==> src/source/pwm_periph_pkg.sv <==
package pwm_periph_pkg;

  // AXI4-Lite bus widths
  localparam int ADDR_W = 3;
  localparam int DATA_W = 32;
  localparam int STRB_W = DATA_W / 8;

  // Register map in byte addresses
  localparam logic [ADDR_W-1:0] REG_PERIOD_ADDR = 3'd0;
  localparam logic [ADDR_W-1:0] REG_DUTY_ADDR   = 3'd4;

  typedef enum logic [1:0]
  {
    OKAY   = 2'b00,
    SLVERR = 2'b10
  } axi_resp_t;

  // Live configuration seen by the PWM generator
  typedef struct packed
  {
    logic [DATA_W-1:0] period;
    logic [DATA_W-1:0] duty;
  } pwm_cfg_t;

  typedef enum logic [1:0]
  {
    WR_COLLECT,
    WR_COMMIT,
    WR_RESP
  } wr_state_t;

  typedef enum logic [1:0]
  {
    RD_IDLE,
    RD_FETCH,
    RD_RESP
  } rd_state_t;

endpackage

==> src/source/axil_regs.sv <==
`timescale 1ns/10ps

module axil_regs
(
  input  logic                                aclk,
  input  logic                                areset_n,
  input  logic                                awvalid,
  output logic                                awready,
  input  logic [pwm_periph_pkg::ADDR_W-1:0]   awaddr,
  input  logic                                wvalid,
  output logic                                wready,
  input  logic [pwm_periph_pkg::DATA_W-1:0]   wdata,
  input  logic [pwm_periph_pkg::STRB_W-1:0]   wstrb,
  output logic                                bvalid,
  input  logic                                bready,
  output pwm_periph_pkg::axi_resp_t           bresp,
  input  logic                                arvalid,
  output logic                                arready,
  input  logic [pwm_periph_pkg::ADDR_W-1:0]   araddr,
  output logic                                rvalid,
  input  logic                                rready,
  output logic [pwm_periph_pkg::DATA_W-1:0]   rdata,
  output pwm_periph_pkg::axi_resp_t           rresp,
  output pwm_periph_pkg::pwm_cfg_t            cfg
);
  import pwm_periph_pkg::*;

  wr_state_t         wr_state;
  logic              aw_set;
  logic              w_set;
  logic              wr_go;
  logic              wr_req;
  logic [ADDR_W-1:0] wr_addr;
  logic [DATA_W-1:0] wr_data;
  logic [STRB_W-1:0] wr_strb;
  logic              wr_req_d0;
  logic [ADDR_W-1:0] wr_adr_d0;
  logic [DATA_W-1:0] wr_dat_d0;
  logic [STRB_W-1:0] wr_strb_d0;
  logic              wr_aligned;
  axi_resp_t         wr_resp;

  rd_state_t         rd_state;
  logic              rd_req;
  logic              rd_ack;
  logic [ADDR_W-1:0] rd_addr;
  logic [DATA_W-1:0] rd_sel;
  logic [DATA_W-1:0] rd_dat_q;
  axi_resp_t         rd_resp_q;

  pwm_cfg_t          regs_q;

  // Replace only the bytes enabled by the strobe
  function automatic logic [DATA_W-1:0] strb_merge(input logic [DATA_W-1:0] old_val,
                                                   input logic [DATA_W-1:0] new_val,
                                                   input logic [STRB_W-1:0] strb);
    logic [DATA_W-1:0] res;
    res = old_val;
    for (int i = 0; i < STRB_W; i++)
    begin
      if (strb[i])
        res[8*i +: 8] = new_val[8*i +: 8];
    end
    return res;
  endfunction

  assign awready = ~aw_set;
  assign wready  = ~w_set;
  assign bvalid  = (wr_state == WR_RESP);
  assign bresp   = wr_resp;
  assign cfg     = regs_q;

  // Second of the two channels arriving, or both at once
  assign wr_go = (wr_state == WR_COLLECT) && (aw_set || awvalid) && (w_set || wvalid);

  always_ff @(posedge aclk)
  begin
    if (!areset_n)
    begin
      aw_set   <= 1'b0;
      w_set    <= 1'b0;
      wr_req   <= 1'b0;
      wr_state <= WR_COLLECT;
    end
    else
    begin
      wr_req <= 1'b0;
      case (wr_state)
        WR_COLLECT:
        begin
          if (awvalid && !aw_set)
            aw_set <= 1'b1;
          if (wvalid && !w_set)
            w_set <= 1'b1;
          if (wr_go)
          begin
            wr_req   <= 1'b1;
            wr_state <= WR_COMMIT;
          end
        end
        WR_COMMIT:
        begin
          // Register loads on the same edge
          if (wr_req_d0)
            wr_state <= WR_RESP;
        end
        WR_RESP:
        begin
          if (bready)
          begin
            aw_set   <= 1'b0;
            w_set    <= 1'b0;
            wr_state <= WR_COLLECT;
          end
        end
        default:
          wr_state <= WR_COLLECT;
      endcase
    end
  end

  always_ff @(posedge aclk)
  begin
    if (awvalid && awready)
      wr_addr <= awaddr;
    if (wvalid && wready)
    begin
      wr_data <= wdata;
      wr_strb <= wstrb;
    end
    wr_adr_d0  <= wr_addr;
    wr_dat_d0  <= wr_data;
    wr_strb_d0 <= wr_strb;
    if (wr_req_d0)
      wr_resp <= wr_aligned ? OKAY : SLVERR;
  end

  // Pipeline stage between capture and register update
  always_ff @(posedge aclk)
  begin
    if (!areset_n)
      wr_req_d0 <= 1'b0;
    else
      wr_req_d0 <= wr_req;
  end

  assign wr_aligned = (wr_adr_d0[1:0] == 2'b00);

  always_ff @(posedge aclk)
  begin
    if (!areset_n)
      regs_q <= '0;
    else if (wr_req_d0 && wr_aligned)
    begin
      case (wr_adr_d0)
        REG_PERIOD_ADDR:
          regs_q.period <= strb_merge(regs_q.period, wr_dat_d0, wr_strb_d0);
        REG_DUTY_ADDR:
          regs_q.duty <= strb_merge(regs_q.duty, wr_dat_d0, wr_strb_d0);
        default:
          regs_q <= regs_q;
      endcase
    end
  end

  assign arready = (rd_state == RD_IDLE);
  assign rvalid  = (rd_state == RD_RESP);

  always_ff @(posedge aclk)
  begin
    if (!areset_n)
    begin
      rd_req   <= 1'b0;
      rd_ack   <= 1'b0;
      rd_state <= RD_IDLE;
    end
    else
    begin
      rd_req <= 1'b0;
      rd_ack <= rd_req;
      case (rd_state)
        RD_IDLE:
        begin
          if (arvalid)
          begin
            rd_req   <= 1'b1;
            rd_state <= RD_FETCH;
          end
        end
        RD_FETCH:
        begin
          if (rd_ack)
            rd_state <= RD_RESP;
        end
        RD_RESP:
        begin
          if (rready)
            rd_state <= RD_IDLE;
        end
        default:
          rd_state <= RD_IDLE;
      endcase
    end
  end

  // Misaligned reads return zero
  always_comb
  begin
    rd_sel = '0;
    if (rd_addr[1:0] == 2'b00)
    begin
      case (rd_addr)
        REG_PERIOD_ADDR: rd_sel = regs_q.period;
        REG_DUTY_ADDR:   rd_sel = regs_q.duty;
        default:         rd_sel = '0;
      endcase
    end
  end

  always_ff @(posedge aclk)
  begin
    if (arvalid && arready)
      rd_addr <= araddr;
    if (rd_req)
    begin
      rd_dat_q  <= rd_sel;
      rd_resp_q <= (rd_addr[1:0] == 2'b00) ? OKAY : SLVERR;
    end
    if (rd_ack)
    begin
      rdata <= rd_dat_q;
      rresp <= rd_resp_q;
    end
  end

endmodule

==> src/source/pwm_gen.sv <==
`timescale 1ns/10ps

module pwm_gen
#(
  parameter int CNT_W = 16
)
(
  input  logic                     aclk,
  input  logic                     areset_n,
  input  pwm_periph_pkg::pwm_cfg_t cfg,
  output logic                     pwm_out
);

  logic [CNT_W-1:0] cnt;
  logic [CNT_W-1:0] period_c;
  logic [CNT_W-1:0] duty_c;
  logic             cnt_last;

  assign period_c = cfg.period[CNT_W-1:0];
  assign duty_c   = cfg.duty[CNT_W-1:0];

  // Zero period parks the counter at zero
  // Wrap early too when the period shrinks below the current count
  assign cnt_last = (period_c == '0) || (cnt >= period_c - 1'b1);

  always_ff @(posedge aclk)
  begin
    if (!areset_n)
      cnt <= '0;
    else if (cnt_last)
      cnt <= '0;
    else
      cnt <= cnt + 1'b1;
  end

  // High for counter values below duty, so one pass gives min(duty, period)
  always_ff @(posedge aclk)
  begin
    if (!areset_n)
      pwm_out <= 1'b0;
    else
      pwm_out <= (cnt < duty_c);
  end

endmodule

==> src/source/pwm_periph_top.sv <==
`timescale 1ns/10ps

module pwm_periph_top
#(
  parameter int CNT_W = 16
)
(
  input  logic                                aclk,
  input  logic                                areset_n,
  input  logic                                awvalid,
  output logic                                awready,
  input  logic [pwm_periph_pkg::ADDR_W-1:0]   awaddr,
  input  logic                                wvalid,
  output logic                                wready,
  input  logic [pwm_periph_pkg::DATA_W-1:0]   wdata,
  input  logic [pwm_periph_pkg::STRB_W-1:0]   wstrb,
  output logic                                bvalid,
  input  logic                                bready,
  output pwm_periph_pkg::axi_resp_t           bresp,
  input  logic                                arvalid,
  output logic                                arready,
  input  logic [pwm_periph_pkg::ADDR_W-1:0]   araddr,
  output logic                                rvalid,
  input  logic                                rready,
  output logic [pwm_periph_pkg::DATA_W-1:0]   rdata,
  output pwm_periph_pkg::axi_resp_t           rresp,
  output logic                                pwm_out
);
  import pwm_periph_pkg::*;

  // Register contents straight to the generator
  pwm_cfg_t cfg;

  axil_regs u_regs
  (
    .aclk     (aclk),
    .areset_n (areset_n),
    .awvalid  (awvalid),
    .awready  (awready),
    .awaddr   (awaddr),
    .wvalid   (wvalid),
    .wready   (wready),
    .wdata    (wdata),
    .wstrb    (wstrb),
    .bvalid   (bvalid),
    .bready   (bready),
    .bresp    (bresp),
    .arvalid  (arvalid),
    .arready  (arready),
    .araddr   (araddr),
    .rvalid   (rvalid),
    .rready   (rready),
    .rdata    (rdata),
    .rresp    (rresp),
    .cfg      (cfg)
  );

  pwm_gen #(.CNT_W(CNT_W)) u_pwm
  (
    .aclk     (aclk),
    .areset_n (areset_n),
    .cfg      (cfg),
    .pwm_out  (pwm_out)
  );

endmodule

==> config.mk <==
export PLATFORM = sky130hd
export DESIGN_NAME = pwm_periph_top
export DESIGN_NICKNAME = d
export VERILOG_FILES = /design/src/source/pwm_periph_pkg.sv /design/src/source/axil_regs.sv /design/src/source/pwm_gen.sv /design/src/source/pwm_periph_top.sv
export SDC_FILE = /design/constraint.sdc
export NUM_CORES = 1
export LEC_CHECK = 0
export BUFFER_PORTS_ARGS = -buffer_cell sky130_fd_sc_hd__buf_2
export CAP_MARGIN = 25
export CORE_MARGIN = 4
export CORE_UTILIZATION = 59
export DETAILED_ROUTE_END_ITERATION = 16
export PLACE_DENSITY_LB_ADDON = 0.15
export SYNTH_ARGS = -nofsm -noshare
export SYNTH_HDL_FRONTEND = slang
export SYNTH_HIERARCHICAL = 1
export SYNTH_SLANG_ARGS = --single-unit
==> constraint.sdc <==
create_clock -name aclk -period 4.7 [get_ports aclk]
set_input_delay 0.235 -clock aclk [delete_from_list [all_inputs] [get_ports aclk]]
set_output_delay 0.235 -clock aclk [all_outputs]
set_load 0.05 [all_outputs]
==> impl_metrics.env, run 1 <==
export IMPL_cts_buffer_depth=3
export IMPL_startpoint_type="register"
export IMPL_routabilityCongestion=0.889
export IMPL_finalPower_uw=4300
export IMPL_cp_required_ns=5.06
export IMPL_grt_pass1_vias=5811
export IMPL_worstPathMaxFanout=16
export IMPL_max_cap_viol_count=0
export IMPL_initial_core_util_pct=60.0
export IMPL_area_growth_pct=20.3
export IMPL_cts_tree="yes"
export IMPL_yosys_warnings=6
export IMPL_grt_pass1_wl_mm=29.1
export IMPL_die_x_um=132
export IMPL_wl_mm=17.6
export IMPL_ctsResizeCount=0
export IMPL_post_cts_buffers=0
export IMPL_min_from="areset_n"
export IMPL_drtAntennaViolNets=0
export IMPL_track_usage_pct=20.5
export IMPL_synth_async_reset_ratio_pct=0
export IMPL_seqCellArea_mm2=0.00588
export IMPL_synth_edff_count=109
export IMPL_wire_per_inst_um=16.5
export IMPL_clk_latency_ns=0.52
export IMPL_multi_input_comb_area_mm2=0.00297
export IMPL_grt_max_degree=65
export IMPL_ys_ff_latch=239
export IMPL_final_cell_area_mm2=0.0109
export IMPL_place_ws_ns=1.58
export IMPL_die_h_um=132
export IMPL_fin_util_pct=72.2
export IMPL_drive_gt1_share_pct=15.6
export IMPL_cts_root_buf="clkbuf_16"
export IMPL_drv_slew=0
export IMPL_nets=947
export IMPL_power_leakage_uw=0.00469
export IMPL_dr_pass1_iters=4
export IMPL_num_rows=45
export IMPL_cts_buffers_inserted=24
export IMPL_cts_htree_levels=1
export IMPL_dpl_hpwl_mm=11.6
export IMPL_cts_hold_buf=43
export IMPL_clock_sinks=239
export IMPL_antenna_found_initial=0
export IMPL_min_period_over_period_pct=67.9
export IMPL_fp_coreArea_mm2=0.0151
export IMPL_numPortBuffers=88
export IMPL_grt_ovfl_total=0
export IMPL_ys_seq_area_share_pct=64.9
export IMPL_cp_startpoint="u_regs/cfg[32]$_SDFFE_PN0P_"
export IMPL_setup_ws_ns=1.51
export IMPL_syn_area_mm2=0.00905
export IMPL_end_kind="register"
export IMPL_syn_inst=725
export IMPL_critical_path_arrival_ns=3.55
export IMPL_clkSlewWorstSetupHoldPaths_ns=0.06
export IMPL_vdd_drop_max_mv=0.429
export IMPL_maxSlewHeadroom_pct=32.1
export IMPL_ios=91
export IMPL_critPathKind="reg -> reg"
export IMPL_rsz0062_at_grt="no"
export IMPL_yosysUniqueCellTypes=50
export IMPL_fmax_mhz=313
export IMPL_drtIter0Drc=256
export IMPL_reg2reg_from="u_regs/cfg[32]$_SDFFE_PN0P_"
export IMPL_vias=5627
export IMPL_tightestPinTransition_ns=1.02
export IMPL_power_density_mw_per_mm2=395
export IMPL_vias_per_cell=5.25
export IMPL_synth_flop_cell="dfxtp_1"
export IMPL_hold_viol_final=0
export IMPL_diodes=0
export IMPL_hp_class="in -> reg"
export IMPL_avgSynthCellArea_um2=12.5
export IMPL_finalCriticalPeriod_ns=3.19
export IMPL_setup_violations_final=0
export IMPL_dieArea_mm2=0.0174
export IMPL_fill_cells=1028
export IMPL_place_area_mm2=0.00965
export IMPL_drc=0
export IMPL_status="finished clean"
export IMPL_setup_tns_ns=0
export IMPL_skew_ns=0.0191
==> metrics by stage <==
stage          std cells  hold WS (ns)
3_5_place_dp         982         0.327
4_1_cts             1069        0.0524
2_1_floorplan        726         0.323
3_3_place_gp         982         0.324
6_report            1071        0.0843
5_1_grt             1071        0.0899
==> sequential cells by signal (all words and copies together), names as in the netlist, 4 cells and up <==
register,cells
u_regs/wr_strb_d0,4
u_regs/rd_dat_q,32
u_regs/wr_strb,4
u_regs/wr_dat_d0,32
u_regs/cfg,64
u_regs/wr_data,32
u_pwm/cnt,16
u_regs/rdata,32
==> worst paths after layout <==
check	to	slack [ns]	depth (start not counted)
hold reg to reg	u_regs/wr_dat_d0[9]$_DFF_P_	0.34	0
setup reg to reg	u_pwm/cnt[4]$_SDFF_PP0_	1.51	12
hold / removal	u_regs/cfg[12]$_SDFFE_PN0P_	0.08	3
setup / recovery	u_pwm/cnt[4]$_SDFF_PP0_	1.51	12
==> where the power goes <==
part           switching [uW]  internal, uW
Sequential               31.3          2250
Combinational             130          83.4
Clock                     751          1060
==> critical path, cell delays in order, from the launching register on <==
cell and delay (ns):
dfxtp_1 0.34, inv_1 0.09, ha_1 0.20, or4b_4 0.53, nor4_4 0.30, nand3b_1 0.14
xor2_1 0.16, ha_1 0.30, nand3_1 0.14, nor3_1 0.29, a32oi_1 0.15, o211ai_2 0.28
nor2_1 0.13
==> kinds of logic after synthesis <==
| kind of cell | share of synthesized area (%) |
|---|---|
| compound gates | 2.47 |
| other cells | 0.0414 |
| xor+xnor | 2.71 |
| mux | 10.6 |
| buf+inv | 2.38 |
| flops | 64.9 |
| fa+ha+maj | 4.56 |
| simple gates | 12.3 |
==> per-layer routing <==
metal,vias to the layer above,wire length [um],track usage (%)
met5,-,0,0
met4,0,457,6.24
met3,35,753,3.59
met2,128,8710,35.0
met1,2684,7710,27.1
li1,2780,-,-
==> placed cells by master, fill, tap and decap left out, drive strengths merged, types with 2 or more instances in the layout <==
cell | synthesis | final
a21oi | 11 | 11
nor3 | 10 | 10
nand4 | 3 | 3
dlygate4sd3 | 0 | 43
mux2i | 96 | 96
or2 | 2 | 2
nor3b | 2 | 2
edfxtp | 109 | 109
and2 | 6 | 6
nand2 | 121 | 121
inv | 26 | 27
clkinv | 0 | 11
nand2b | 5 | 5
a21boi | 2 | 2
nand3 | 8 | 8
xor2 | 11 | 11
nor2 | 62 | 62
conb | 1 | 2
o21ai | 7 | 7
clkbuf | 15 | 31
buf | 9 | 94
a21o | 5 | 5
nor4 | 4 | 4
nor2b | 8 | 8
dfxtp | 130 | 130
and4 | 3 | 3
ha | 33 | 33
xnor2 | 17 | 17
o2bb2ai | 2 | 2
==> cell type report <==
| class | count | area share (%) |
|---|---|---|
| inverter | 26 | 0.896 |
| timing repair buffer | 137 | 8.64 |
| sequential | 239 | 54.0 |
| multi-input combinational | 437 | 27.3 |
| clock inverter | 13 | 0.908 |
| clock buffer | 31 | 6.14 |
| tap | 188 | 2.16 |
==> Yosys cell counts, drive strengths merged, types with 2 or more instances <==
library cell | n | area [um^2]
dfxtp | 130 | 2600
nand2 | 121 | 454
edfxtp | 109 | 3270
mux2i | 96 | 961
nor2 | 62 | 233
ha | 33 | 413
inv | 26 | 97.6
xnor2 | 17 | 149
clkbuf | 15 | 56.3
a21oi | 11 | 55.1
xor2 | 11 | 96.3
nor3 | 10 | 61.3
buf | 9 | 61.3
nand3 | 8 | 40.0
nor2b | 8 | 50.1
o21ai | 7 | 35.0
and2 | 6 | 37.5
a21o | 5 | 37.5
nand2b | 5 | 31.3
nor4 | 4 | 40.0
and4 | 3 | 26.3
nand4 | 3 | 18.8
a21boi | 2 | 15.0
nor3b | 2 | 15.0
o2bb2ai | 2 | 17.5
or2 | 2 | 15.0
(Power assumes the default switching activity.)
==> inputs of run 2 (changes only) <==
CORE_UTILIZATION = 53   (was 59)
clock period = 2.7 ns   (was 4.7 ns; I/O delays follow)
==> run 2 against run 1 <==
Against the previous run: the flow now finishes with violations (setup timing); utilization fell by 4.8 points; worst setup slack got worse by 1.6 ns; first-iteration DRC count rose by 20%; die area rose by 11%; wire length rose by 1.3%; critical path depth rose by 1; final cell count rose by 4.9%; via count rose by 1.1%; register-to-register slack got worse by 1.6 ns; largest cell class unchanged; sequential power rose by 74%; clock power rose by 88%; critical endpoint unchanged.
==> impl_metrics.env, run 2 (same netlist as run 1, synthesis figures left out) <==
export IMPL_status="complete, but fails checks"
export IMPL_violations="setup timing"
export IMPL_clkSlewWorstSetupHoldPaths_ns=0.06
export IMPL_cts_buffer_depth=3
export IMPL_vias_per_cell=5.06
export IMPL_min_period_over_period_pct=103
export IMPL_dr_pass1_iters=4
export IMPL_area_growth_pct=23.8
export IMPL_power_leakage_uw=0.00482
export IMPL_drc=0
export IMPL_clock_sinks=239
export IMPL_routabilityCongestion=0.920
export IMPL_die_x_um=139
export IMPL_grt_max_degree=68
export IMPL_cts_root_buf="clkbuf_16"
export IMPL_reg2reg_to="u_pwm/cnt[4]$_SDFF_PP0_"
export IMPL_critical_path_arrival_ns=3.24
export IMPL_end_kind="register"
export IMPL_reg2reg_depth=13
export IMPL_nets=967
export IMPL_setup_violations_final=16
export IMPL_antenna_found_initial=0
export IMPL_diodes=0
export IMPL_initial_core_util_pct=54.4
export IMPL_reg2reg_slack_ns=-0.09
export IMPL_power_density_mw_per_mm2=691
export IMPL_drv_slew=0
export IMPL_min_from="rready"
export IMPL_wire_per_inst_um=15.9
export IMPL_hold_end="u_regs/rd_state[1]$_SDFFE_PN0P_"
export IMPL_drive_gt1_share_pct=19.0
export IMPL_finalPower_uw=7750
export IMPL_cts_tree="yes"
export IMPL_place_ws_ns=-0.0953
export IMPL_wl_mm=17.9
export IMPL_vias=5687
export IMPL_cts_htree_levels=1
export IMPL_hp_class="in -> reg"
export IMPL_numPortBuffers=88
export IMPL_max_cap_viol_count=0
export IMPL_num_rows=47
export IMPL_final_cell_mix="dfxtp_1 (129), nand2_1 (121), edfxtp_1 (109)"
export IMPL_track_usage_pct=18.2
export IMPL_worstPathMaxFanout=8
export IMPL_ios=91
export IMPL_hold_viol_final=0
export IMPL_grt_pass1_vias=5898
export IMPL_dieArea_mm2=0.0192
export IMPL_startpoint_type="register"
export IMPL_tightestPinTransition_ns=0.737
export IMPL_setup_ws_ns=-0.0923
export IMPL_grt_pass1_wl_mm=29.0
export IMPL_reg2reg_from="u_regs/cfg[32]$_SDFFE_PN0P_"
export IMPL_finalCriticalPeriod_ns=2.79
export IMPL_drtAntennaViolNets=0
export IMPL_cp_required_ns=3.15
export IMPL_rsz0062_at_grt="yes"
export IMPL_final_cell_area_mm2=0.0112
export IMPL_hold_depth=4
export IMPL_maxSlewHeadroom_pct=50.9
export IMPL_skew_ns=0.0114
export IMPL_place_area_mm2=0.00985
export IMPL_fmax_mhz=358
export IMPL_critPathKind="reg -> reg"
export IMPL_die_h_um=139
export IMPL_largest_reg_flops=64
export IMPL_fp_coreArea_mm2=0.0166
export IMPL_dpl_hpwl_mm=11.7
export IMPL_cts_buffers_inserted=25
export IMPL_drtIter0Drc=308
export IMPL_clk_latency_ns=0.51
export IMPL_grt_ovfl_total=0
export IMPL_final_common_cell="dfxtp_1"
export IMPL_vdd_drop_max_mv=0.595
==> run 2: critical path, cell delays in order, from the launching register on <==
cell and delay, ns:
dfxtp_2 0.33, inv_2 0.08, ha_4 0.13, or4b_4 0.49
nor4_4 0.22, nand3b_1 0.14, xor2_1 0.16, ha_1 0.30
nand3_2 0.11, nor3_2 0.05, a32oi_1 0.21, o211ai_2 0.20
clkbuf_16 0.21, nor2_1 0.10
==> run 2: layout make-up <==
class / count / area [um^2]
fill: 1234 / 5430
tap: 220 / 275
multi-input combinational: 437 / 3030
clock buffer: 41 / 757
sequential: 239 / 5880
timing repair buffer: 156 / 1100
clock inverter: 5 / 81.3
inverter: 26 / 97.6
==> run 2: through the flow <==
| step | hold WS, ns | cells | utilization [%] | setup TNS [ns] |
|---|---|---|---|---|
| after floorplan | 0.234 | 726 | - | 0 |
| after global placement | 0.312 | 1031 | 59.2 | 0 |
| after detailed placement | 0.313 | 1031 | 59.2 | -1.21 |
| after CTS | 0.00849 | 1122 | 67.0 | -0.415 |
| after global routing | 0.0263 | 1124 | 67.4 | -3.60 |
| final | 0.0189 | 1124 | 67.4 | -1.10 |
==> run 2: worst max path at each step <==
stage                     slack [ns]                        start                       end
after global placement          0.02  u_regs/cfg[32]$_SDFFE_PN0P_  u_pwm/cnt[10]$_SDFF_PP0_
after CTS                      -0.05  u_regs/cfg[32]$_SDFFE_PN0P_   u_pwm/cnt[3]$_SDFF_PP0_
final                          -0.09  u_regs/cfg[32]$_SDFFE_PN0P_   u_pwm/cnt[4]$_SDFF_PP0_
after floorplan                0.005  u_regs/cfg[32]$_SDFFE_PN0P_   u_pwm/cnt[4]$_SDFF_PP0_
after detailed placement        -0.1  u_regs/cfg[32]$_SDFFE_PN0P_   u_pwm/cnt[3]$_SDFF_PP0_
after global routing           -0.24  u_regs/cfg[32]$_SDFFE_PN0P_  u_pwm/cnt[15]$_SDFF_PP0_
==> run 2: where the power goes <==
part | switching, uW | internal, uW | leakage [uW]
logic | 238 | 149 | 0.00231
clock network | 1310 | 2100 | 0.000405
registers | 45.7 | 3910 | 0.00211
total | 1590 | 6160 | 0.00482
==> run 2: repair_timing <==
| action | 4_1_cts | 5_1_grt |
|---|---|---|
| hold buffers | 45 | 0 |
| pin swaps | 1 | 0 |
| resized for setup | 2 | 11 |
| hold endpoints to repair | 47 | 0 |
| gates cloned | 0 | 1 |
| setup endpoints to repair | 16 | 16 |
| setup buffers | 0 | 1 |
==> run 2: metal layers <==
metal / track usage, % / share of wire [%]
met1: 22.8 / 42
met2: 32.4 / 51
met3: 3.41 / 4.6
met4: 5.20 / 2.1
met5: 0 / 0
==> inputs of run 3 (changes only) <==
CORE_UTILIZATION = 43   (was 53)
==> run 3 against run 2 <==
Against the previous run: the flow still finishes with violations (setup timing); cell area rose by 0.12%; combinational power barely moved; register-to-register slack improved by 0.06 ns; clock skew rose by 0.0032 ns; critical path type unchanged; highest routed layer unchanged; largest cell class unchanged.
==> impl_metrics.env, run 3 (same netlist as run 1, synthesis figures left out) <==
export IMPL_fp_coreArea_mm2=0.0205
export IMPL_vdd_drop_max_mv=0.508
export IMPL_place_ws_ns=-0.149
export IMPL_cts_root_buf="clkbuf_16"
export IMPL_dr_pass1_iters=4
export IMPL_initial_core_util_pct=44.2
export IMPL_finalCriticalPeriod_ns=2.73
export IMPL_drc=0
export IMPL_area_growth_pct=24.0
export IMPL_cts_buffers_inserted=25
export IMPL_dieArea_mm2=0.0234
export IMPL_cts_tree="yes"
export IMPL_setup_violations_final=12
export IMPL_ios=91
export IMPL_hold_viol_final=0
export IMPL_drive_gt1_share_pct=18.4
export IMPL_rsz0062_at_grt="yes"
export IMPL_status="complete, but fails checks"
export IMPL_reg2reg_from="u_regs/cfg[32]$_SDFFE_PN0P_"
export IMPL_vias_per_cell=4.76
export IMPL_numPortBuffers=88
export IMPL_reg2reg_depth=13
export IMPL_dpl_hpwl_mm=12.3
export IMPL_setup_ws_ns=-0.0297
export IMPL_grt_pass1_wl_mm=28.8
export IMPL_wl_mm=17.7
export IMPL_wire_per_inst_um=15.0
export IMPL_reg2reg_slack_ns=-0.03
export IMPL_instances_no_fill=1176
export IMPL_reg2reg_to="u_pwm/cnt[3]$_SDFF_PP0_"
export IMPL_nets=969
export IMPL_drtAntennaViolNets=0
export IMPL_worstPathMaxFanout=16
export IMPL_hp_class="in -> reg"
export IMPL_die_x_um=153
export IMPL_max_cap_viol_count=0
export IMPL_violations="setup timing"
export IMPL_skew_ns=0.0146
export IMPL_cts_buffer_depth=3
export IMPL_track_usage_pct=14.9
export IMPL_endpoint="u_pwm/cnt[3]$_SDFF_PP0_"
export IMPL_drv_slew=0
export IMPL_startpoint_type="register"
export IMPL_power_leakage_uw=0.00482
export IMPL_routabilityCongestion=0.826
export IMPL_dp_cells=1083
export IMPL_cp_startpoint="u_regs/cfg[32]$_SDFFE_PN0P_"
export IMPL_vias=5602
export IMPL_fmax_mhz=366
export IMPL_grt_pass1_vias=5701
export IMPL_diodes=0
export IMPL_antenna_found_initial=0
export IMPL_drtIter0Drc=195
export IMPL_critPathKind="reg -> reg"
export IMPL_power_density_mw_per_mm2=676
export IMPL_clkSlewWorstSetupHoldPaths_ns=0.06
export IMPL_grt_max_degree=45
export IMPL_die_h_um=153
export IMPL_grt_ovfl_total=0
export IMPL_min_period_over_period_pct=101
export IMPL_tightestPinTransition_ns=0.765
export IMPL_end_kind="register"
export IMPL_clk_latency_ns=0.51
export IMPL_final_cell_mix="dfxtp_1 (129), nand2_1 (121), edfxtp_1 (109)"
export IMPL_cts_htree_levels=1
export IMPL_clock_sinks=239
export IMPL_maxSlewHeadroom_pct=49.0
export IMPL_largest_reg_flops=64
export IMPL_final_common_cell="dfxtp_1"
export IMPL_num_rows=52
export IMPL_critical_path_arrival_ns=3.17
export IMPL_cp_required_ns=3.14
run 3: metal layers:
metal	part of all wire, %	vias up	global-route usage, %	routed length [um]
li1	-	2838	-	-
met1	45	2614	19.8	8050
met2	48	121	25.1	8440
met3	4.3	29	2.49	766
met4	2.5	0	4.45	447
met5	0	-	0	0
run 3: worst min-delay path by stage:
stage,start,end,slack (ns),depth (start not counted)
after global routing,wvalid,u_regs/w_set$_SDFFE_PN0P_,0.03,4
after global placement,awaddr[1],u_regs/wr_addr[1]$_DFFE_PN_,0.31,1
after floorplan,araddr[0],u_regs/rd_addr[0]$_DFFE_PP_,0.23,0
after CTS,wvalid,u_regs/w_set$_SDFFE_PN0P_,0.02,4
final,wvalid,u_regs/w_set$_SDFFE_PN0P_,0.05,4
after detailed placement,wdata[25],u_regs/wr_data[25]$_DFFE_PN_,0.31,1
run 3: what timing repair did:
item,in CTS,in global routing
hold buffers,45,0
pin swaps,2,0
gates cloned,0,0
resized for setup,8,3
buffers inserted,2,0
setup endpoints to repair,16,16
hold endpoints to repair,48,0
run 3: final cells by class:
| cell class | instances | area [um^2] |
|---|---|---|
| fill | 1693 | 9270 |
| tap | 270 | 338 |
| inverter | 26 | 97.6 |
| sequential | 239 | 5880 |
| multi-input combinational | 437 | 3020 |
| clock inverter | 3 | 42.5 |
| clock buffer | 43 | 743 |
| timing repair buffer | 158 | 1110 |
run 3: power breakdown:
| part | leakage [uW] | total (uW) | internal, uW | switching [uW] |
|---|---|---|---|---|
| clock | 0.000380 | 3240 | 1950 | 1290 |
| sequential | 0.00211 | 3960 | 3910 | 47.4 |
| combinational | 0.00233 | 386 | 152 | 234 |
run 3: critical path, stage by stage (launching register included):
cell and delay [ns]:
dfxtp_2 0.32, inv_2 0.05, ha_2 0.17, or4b_4 0.49
nor4_4 0.23, nand3b_1 0.13, xor2_1 0.16, ha_1 0.32
nand3_2 0.10, nor3_2 0.05, a32oi_1 0.21, o211ai_2 0.14
buf_12 0.17, nor2_1 0.11
run 3: stage by stage:
step | cell area (um^2) | hold WS (ns) | setup TNS, ns | power (uW) | utilization (%)
2_1_floorplan | 9070 | 0.234 | 0 | 4240 | -
3_3_place_gp | 9940 | 0.312 | 0 | 4360 | 48.5
3_5_place_dp | 9940 | 0.313 | -1.94 | 4370 | 48.5
4_1_cts | 11200 | 0.0209 | -0.351 | 7690 | 54.7
5_1_grt | 11200 | 0.0308 | -2.67 | 7880 | 54.8
6_report | 11200 | 0.0494 | -0.110 | 7580 | 54.8
